--- config.mk ---
export PLATFORM = sky130hd
export DESIGN_NAME = spectrometerTop
export DESIGN_NICKNAME = d
export VERILOG_FILES = /design/src/histPkg.sv /design/src/peakCapture.sv /design/src/histAccumulator.sv /design/src/histReadout.sv /design/src/spectrometerTop.sv
export SDC_FILE = /design/constraint.sdc
export NUM_CORES = 1
export LEC_CHECK = 0
export ABC_AREA = 1
export BUFFER_PORTS_ARGS = -buffer_cell sky130_fd_sc_hd__buf_2
export CAP_MARGIN = 40
export CORE_MARGIN = 1.5
export CORE_UTILIZATION = 40
export DETAILED_ROUTE_END_ITERATION = 12
export PLACE_DENSITY = 0.67
export SYNTH_ARGS = -nofsm -noshare
export SYNTH_HDL_FRONTEND = slang
export SYNTH_SLANG_ARGS = --single-unit
--- constraint.sdc ---
create_clock -name clk -period 2.8 [get_ports clk]
set_input_delay 0.42 -clock clk [delete_from_list [all_inputs] [get_ports clk]]
set_output_delay 0.42 -clock clk [all_outputs]
set_load 0.05 [all_outputs]
--- src/histPkg.sv ---
package histPkg;

    // detector sample and peak height width
    localparam int sampleWidth = 10;

    // upper height bits that select a bin
    localparam int binBits = 4;
    localparam int numBins = 1 << binBits;

    // per-bin counter width, counts saturate at all ones
    localparam int countWidth = 6;
    localparam logic [countWidth-1:0] countMax = '1;

    // one measured pulse, bin is the top binBits of height
    typedef struct packed {
        logic [sampleWidth-1:0] height;
        logic [binBits-1:0]     bin;
    } peakEvent;

    // readout payload, one per bin
    typedef struct packed {
        logic [binBits-1:0]    bin;
        logic [countWidth-1:0] count;
    } binRecord;

endpackage

--- src/peakCapture.sv ---
`timescale 1ns/1ps

module peakCapture (
    input  logic                         clk,
    input  logic                         res,
    input  logic [histPkg::sampleWidth-1:0] sample,
    input  logic                         sampleValid,
    input  logic [histPkg::sampleWidth-1:0] threshold,
    output logic                         peakValid,
    output histPkg::peakEvent            peak
);
    import histPkg::*;

    logic                   inPulse;   // currently inside an above-threshold run
    logic [sampleWidth-1:0] runMax;    // largest sample seen in this run
    logic                   above;
    logic                   runEnd;
    logic                   newMax;

    // strictly greater, equal samples never open a run
    assign above = sample > threshold;

    // first accepted sample at or below threshold closes the run
    assign runEnd = sampleValid && !above && inPulse;

    // first sample of a run always becomes the max
    assign newMax = !inPulse || (sample > runMax);

    always_ff @(posedge clk or negedge res) begin
        if (!res) begin
            inPulse   <= 1'b0;
            runMax    <= '0;
            peakValid <= 1'b0;
        end else begin
            peakValid <= runEnd;    // one cycle after the terminator
            if (sampleValid) begin
                if (above) begin
                    inPulse <= 1'b1;
                    if (newMax) begin
                        runMax <= sample;
                    end
                end else begin
                    inPulse <= 1'b0;
                end
            end
        end
    end

    // event payload, only meaningful with peakValid
    always_ff @(posedge clk) begin
        if (runEnd) begin
            peak.height <= runMax;
            peak.bin    <= runMax[sampleWidth-1 -: binBits]; // top bits pick the bin
        end
    end

endmodule

--- src/histAccumulator.sv ---
`timescale 1ns/1ps

module histAccumulator #(
    parameter logic [19:0] acqLength = 20'd1000
) (
    input  logic                           clk,
    input  logic                           res,
    input  logic                           start,
    input  logic                           peakValid,
    input  histPkg::peakEvent              peak,
    input  logic                           readDone,
    input  logic [histPkg::binBits-1:0]    rdAddr,
    output logic [histPkg::countWidth-1:0] rdCount,
    output logic                           acqDone,
    output logic                           busy
);
    import histPkg::*;

    // bin memory plus one valid bit per bin
    logic [countWidth-1:0] binMem [numBins];
    logic [numBins-1:0]    binInit;

    logic        acqActive;    // window open
    logic [19:0] winCount;     // cycles spent inside the window
    logic        startOk;
    logic        winLast;
    logic        binWrite;

    logic [countWidth-1:0] curCount;
    logic [countWidth-1:0] nextCount;

    // start only counts when nothing else is running
    assign startOk = start && !busy;
    assign winLast = acqActive && (winCount == acqLength - 20'd1);

    // peaks outside the window are dropped here
    assign binWrite = acqActive && peakValid;

    // uninitialized bins read as zero
    assign curCount = binInit[peak.bin] ? binMem[peak.bin] : '0;

    // saturating increment
    always_comb begin
        if (curCount == countMax) begin
            nextCount = curCount;
        end else begin
            nextCount = curCount + 1'b1;
        end
    end

    // window counter and acquisition control
    always_ff @(posedge clk or negedge res) begin
        if (!res) begin
            acqActive <= 1'b0;
            winCount  <= '0;
            acqDone   <= 1'b0;
            busy      <= 1'b0;
        end else begin
            acqDone <= winLast;
            if (startOk) begin
                acqActive <= 1'b1;
                winCount  <= '0;
                busy      <= 1'b1;
            end else if (winLast) begin
                acqActive <= 1'b0;
            end else if (acqActive) begin
                winCount <= winCount + 20'd1;
            end
            // busy holds through the readout
            if (readDone) begin
                busy <= 1'b0;
            end
        end
    end

    // initialized bits, cleared all at once on a new acquisition
    always_ff @(posedge clk or negedge res) begin
        if (!res) begin
            binInit <= '0;
        end else if (startOk) begin
            binInit <= '0;
        end else if (binWrite) begin
            binInit[peak.bin] <= 1'b1;
        end
    end

    // count storage, stale data is masked by binInit
    always_ff @(posedge clk) begin
        if (binWrite) begin
            binMem[peak.bin] <= nextCount;
        end
    end

    // read port for the readout sequencer
    always_comb begin
        if (binInit[rdAddr]) begin
            rdCount = binMem[rdAddr];
        end else begin
            rdCount = '0;
        end
    end

endmodule

--- src/histReadout.sv ---
`timescale 1ns/1ps

module histReadout (
    input  logic                           clk,
    input  logic                           res,
    input  logic                           acqDone,
    output logic [histPkg::binBits-1:0]    rdAddr,
    input  logic [histPkg::countWidth-1:0] rdCount,
    output logic                           binValid,
    output histPkg::binRecord              binOut,
    output logic                           readDone
);
    import histPkg::*;

    logic scanActive;   // walking through bins 1 and up
    logic scanRead;     // a bin is sampled this cycle
    logic lastBin;
    logic lastOut;

    // rdAddr idles at zero so bin 0 is read in the acqDone cycle
    assign scanRead = acqDone || scanActive;
    assign lastBin  = rdAddr == binBits'(numBins - 1);

    // final record is on the output
    assign lastOut = binValid && (binOut.bin == binBits'(numBins - 1));

    always_ff @(posedge clk or negedge res) begin
        if (!res) begin
            scanActive <= 1'b0;
            rdAddr     <= '0;
            binValid   <= 1'b0;
            readDone   <= 1'b0;
        end else begin
            binValid <= scanRead;
            readDone <= lastOut;   // one cycle after bin 15
            if (scanRead) begin
                rdAddr <= rdAddr + 1'b1;    // wraps back to 0 after the last bin
                if (lastBin) begin
                    scanActive <= 1'b0;
                end else begin
                    scanActive <= 1'b1;
                end
            end
        end
    end

    // record payload, qualified by binValid
    always_ff @(posedge clk) begin
        if (scanRead) begin
            binOut.bin   <= rdAddr;
            binOut.count <= rdCount;
        end
    end

endmodule

--- src/spectrometerTop.sv ---
`timescale 1ns/1ps

module spectrometerTop #(
    parameter logic [19:0] acqLength = 20'd1000
) (
    input  logic                            clk,
    input  logic                            res,
    input  logic                            start,
    input  logic [histPkg::sampleWidth-1:0] sample,
    input  logic                            sampleValid,
    input  logic [histPkg::sampleWidth-1:0] threshold,
    output logic                            busy,
    output logic                            binValid,
    output histPkg::binRecord               binOut,
    output logic                            readDone
);
    import histPkg::*;

    // peak finder to histogram
    logic     peakValid;
    peakEvent peak;

    // histogram to readout
    logic                  acqDone;
    logic [binBits-1:0]    rdAddr;
    logic [countWidth-1:0] rdCount;

    peakCapture i_peakCapture (
        .clk         (clk),
        .res         (res),
        .sample      (sample),
        .sampleValid (sampleValid),
        .threshold   (threshold),
        .peakValid   (peakValid),
        .peak        (peak)
    );

    histAccumulator #(
        .acqLength (acqLength)
    ) i_histAccumulator (
        .clk       (clk),
        .res       (res),
        .start     (start),
        .peakValid (peakValid),
        .peak      (peak),
        .readDone  (readDone),
        .rdAddr    (rdAddr),
        .rdCount   (rdCount),
        .acqDone   (acqDone),
        .busy      (busy)
    );

    histReadout i_histReadout (
        .clk      (clk),
        .res      (res),
        .acqDone  (acqDone),
        .rdAddr   (rdAddr),
        .rdCount  (rdCount),
        .binValid (binValid),
        .binOut   (binOut),
        .readDone (readDone)
    );

endmodule

==> flow_summary.yaml <==
timing:
  slew_headroom_pct: 47.6
  tightest_slew_ns: 0.783
  min_period_ns: 2.41
  setup_viol: 0
  finalMaxSlewViolations: 0
  timing.fmax_ghz: 0.414
  setup_tns_ns: 0
  hold_viol_final: 0
  clock_skew_ns: 0.0170
  fin_crit_sh_pct: 86.2
  grt_setup_unrepaired: "false"
  holdWs_ns: 0.236
  fin_ws_ns: 0.387
drt:
  drc: 0
  ant_nets: 0
  totalWireLength_um: 23600
  vias_per_cell: 5.28
  wl_per_cell_um: 16.5
  routed.top_layer: "met4"
  drt-initial-drc-count: 550
  route.layer.met1.wl_um: 10400
  routed-via-count: 7527
  dr_wl_met3_um: 1160
  wl_met2_um: 11500
  first_pass_iters: 5
global_route:
  grt.total_usage_pct: 20.6
  antenna_found_initial: 0
  grt_pass1_vias: 7326
  grt_pass1_wl_um: 38000
  overflow: 0
  grt_max_degree: 53
power_and_ir_drop:
  switching_share_pct: 32.0
  pwr-share-comb_pct: 23.0
  internal_power_mw: 4.98
  power_density_mw_per_mm2: 704
  switchingPower_mw: 2.35
  sequentialPowerShare_pct: 45.8
  vdd_drop_max_uv: 412
  p_clk_share_pct: 31.2
  power_leakage_nw: 4.55
synth:
  synthAdderAreaFrac_pct: 3.13
  syn_area_mm2: 0.00920
  ys_warn_count: 0
  synthSimpleGateAreaFrac_pct: 24.3
  synth.ff_latch_count: 172
  synth.mux.area_fraction_pct: 0
  synth_cell_types: 40
  syn_area_per_cell_um2: 8.55
  synth_xor_area_share_pct: 1.33
  seq_area_frac_synth_pct: 52.5
  synthCells: 1076
  synth_top_family_by_area: "simple AND/OR/NAND/NOR gates"
  synth-compound-area-share_pct: 10.5
  synth_nets: 1123
layout:
  area_growth_pct: 13.1
  fin_nets: 1174
  fin_util_pct: 46.1
  antenna_cells: 0
  fin_cells: 1425
  mostFrequentLayoutCells: "nand2_1 (238), inv_1 (125), nand3_1 (120)"
  final_common_cell: "nand2_1"
  drive_above_1_share_pct: 11.7
clock_network:
  numCtsBuffers: 17
  cts.sinks: 172
  post_cts_buffers: 0
  clock_latency_ns: 0.44
  clk_pin_slew_worst_paths_ns: 0.07
  cts_tree: "done"
  cts_buffer_depth: 2
  clockRootBuffer: "clkbuf_16"
  cts_max_level: 4
critical_path:
  crit_chain: "inv_2 -> nand2_1 -> nand2_1 -> nand2_1 -> nand2_1 -> nand2_1 -> nand2_1 -> inv_1 -> nand2_2 -> nand2_2 -> inv_1 -> ha_1 -> nand2_1 -> nor2_4 -> nand2_2 -> nand2_1 -> nand2_2"
  path_class: "register to register"
  required_ns: 2.93
  cp-end-kind: "register"
  arrival_ns: 2.54
  cp_slowest_cell: "edfxtp_1"
  critPathMostFrequentCell: "nand2_1"
  slowest_delay_ns: 0.41
  critPathLaunchType: "register"
  critPathMaxFanout: 16
floorplanning:
  chipHeight_um: 155
  core-area_mm2: 0.0226
  row_count: 55
  top_level_ports: 37
  dieArea_mm2: 0.0239
  die_w_um: 155
  initial_utilization_pct: 40.8
status:
  outcome: "completed"
hold_path:
  worstHoldPathType: "input port to register"
place:
  dp_cells: 1392
  port_buffers: 36
  place_congestion: 0.935
  hpwl_um: 16400
  dp_worst_setup_slack_ns: 0.133
job:
  max-cap-violations: 0
## per-stage QoR
step,total power [mW],area [µm²]
3_3_place_gp,5.05,9820
6_report,7.33,10400
3_5_place_dp,5.09,9820
2_1_floorplan,4.57,9200
5_1_grt,7.73,10400
4_1_cts,7.36,10400
## area by class of cell
type / count / area [µm²]
inverters: 133 / 502
clock inverters: 11 / 78.8
fillers: 2218 / 12200
flip-flops and latches: 172 / 4840
multi-input cells: 727 / 3620
repair buffers: 76 / 520
clock buffers: 21 / 493
well taps: 285 / 357
## timing repair
item                       4_1_cts  5_1_grt
hold endpoints to repair        21        0
setup endpoints to repair        0       54
hold buffers                     1        0
resized for setup                0        3
## cells in the mapped netlist
cell type    n  area share [%]
o2111ai_1    1           0.095
ha_1        23             3.1
nor2_1     103             4.2
buf_4        3            0.24
nand2_2      6            0.41
o21ai_1      7            0.38
edfxtp_1   110              36
nand4_1     16             1.1
buf_6        7            0.86
inv_1      126             5.1
o221ai_1     2            0.19
o22ai_1      2            0.14
or2_2        5            0.34
dfrtp_1     58              16
nor4_1       4            0.27
o211ai_1    16             1.3
dfxtp_1      4            0.87
nor2_4       3            0.37
clkinv_1     1           0.041
or2_1        2            0.14
xnor2_1      2            0.19
buf_1        5            0.20
nor2_2       1           0.068
nor3_1      12            0.65
inv_4        1           0.068
o31ai_1     10            0.82
a21oi_1     46             2.5
inv_2        5            0.20
nor3_2       1            0.11
or2_0        4            0.27
buf_2       15            0.82
nand3_1    120             6.5
xor2_1      12             1.1
nand3b_1     1           0.082
nand2_1    240             9.8
o21ai_0     76             4.1
a21boi_0     1           0.082
clkbuf_1    14            0.57
o21a_1       9            0.73
o21bai_1     2            0.16
## registers in the layout (all words and copies together) (netlist names), named ones only
signal,flops
i_peakCapture.runMax,10
i_histAccumulator.acqActive,1
i_histAccumulator.acqDone,1
i_histAccumulator.busy,1
i_histAccumulator.winCount,20
i_histReadout.rdAddr,4
i_histAccumulator.binInit,16
i_histAccumulator.binMem,96
i_histReadout.readDone,1
i_peakCapture.peakValid,1
i_peakCapture.peak,4
i_peakCapture.inPulse,1
i_histReadout.scanActive,1
i_histReadout.binOut,10
i_histReadout.binValid,1
## worst max-delay path, delay by kind of cell, from the launching register on
| kind | cells | cell delay, ns |
|---|---|---|
| buffers and inverters | 3 | 0.30 |
| DFF | 1 | 0.41 |
| and+or+nand+nor | 13 | 1.22 |
| adders and majority gates | 1 | 0.17 |
## power groups by stage
stage / clock network (mW) / registers [mW] / logic [mW]
final: 2.29 / 3.36 / 1.68
after detailed placement: 0 / 3.41 / 1.68
after CTS: 2.31 / 3.35 / 1.69
after global routing: 2.41 / 3.39 / 1.93
after global placement: 0 / 3.40 / 1.65
after floorplan: 0 / 3.33 / 1.24
## cell families (layout without fill, tap and decap cells)
family          Yosys count  in the layout
simple gates            518            518
buf+inv                 177            241
compound gates          172            172
flops                   172            172
fa+ha+maj                23             23
xor+xnor                 14             14
## routing by layer
metal | GRT usage (%) | vias up
met1 | 26.4 | 3546
met3 | 2.91 | 36
met5 | 0 | -
met2 | 35.2 | 234
met4 | 8.01 | 0
li1 | - | 3711
## path summary, 6_finish.rpt
kind,start,endpoint,slack [ns],cells past startpoint
worst min-delay path,start,i_histAccumulator.busy$_DFFE_PN0P_,0.24,3
worst min register to register,i_histReadout.readDone$_DFF_PN0_,i_histAccumulator.busy$_DFFE_PN0P_,0.44,1
worst max-delay path,i_peakCapture.peak[0]$_DFFE_PP_,i_histAccumulator.binMem[15][0]$_DFFE_PP_,0.39,17
min in group asynchronous,res,i_histAccumulator.winCount[5]$_DFFE_PN0P_,0.53,2
max in group asynchronous,res,i_histAccumulator.binInit[12]$_DFFE_PN0P_,1.66,3
worst max register to register,i_peakCapture.peak[0]$_DFFE_PP_,i_histAccumulator.binMem[15][0]$_DFFE_PP_,0.39,17
Note: power is estimated with default switching activity, not from simulation.
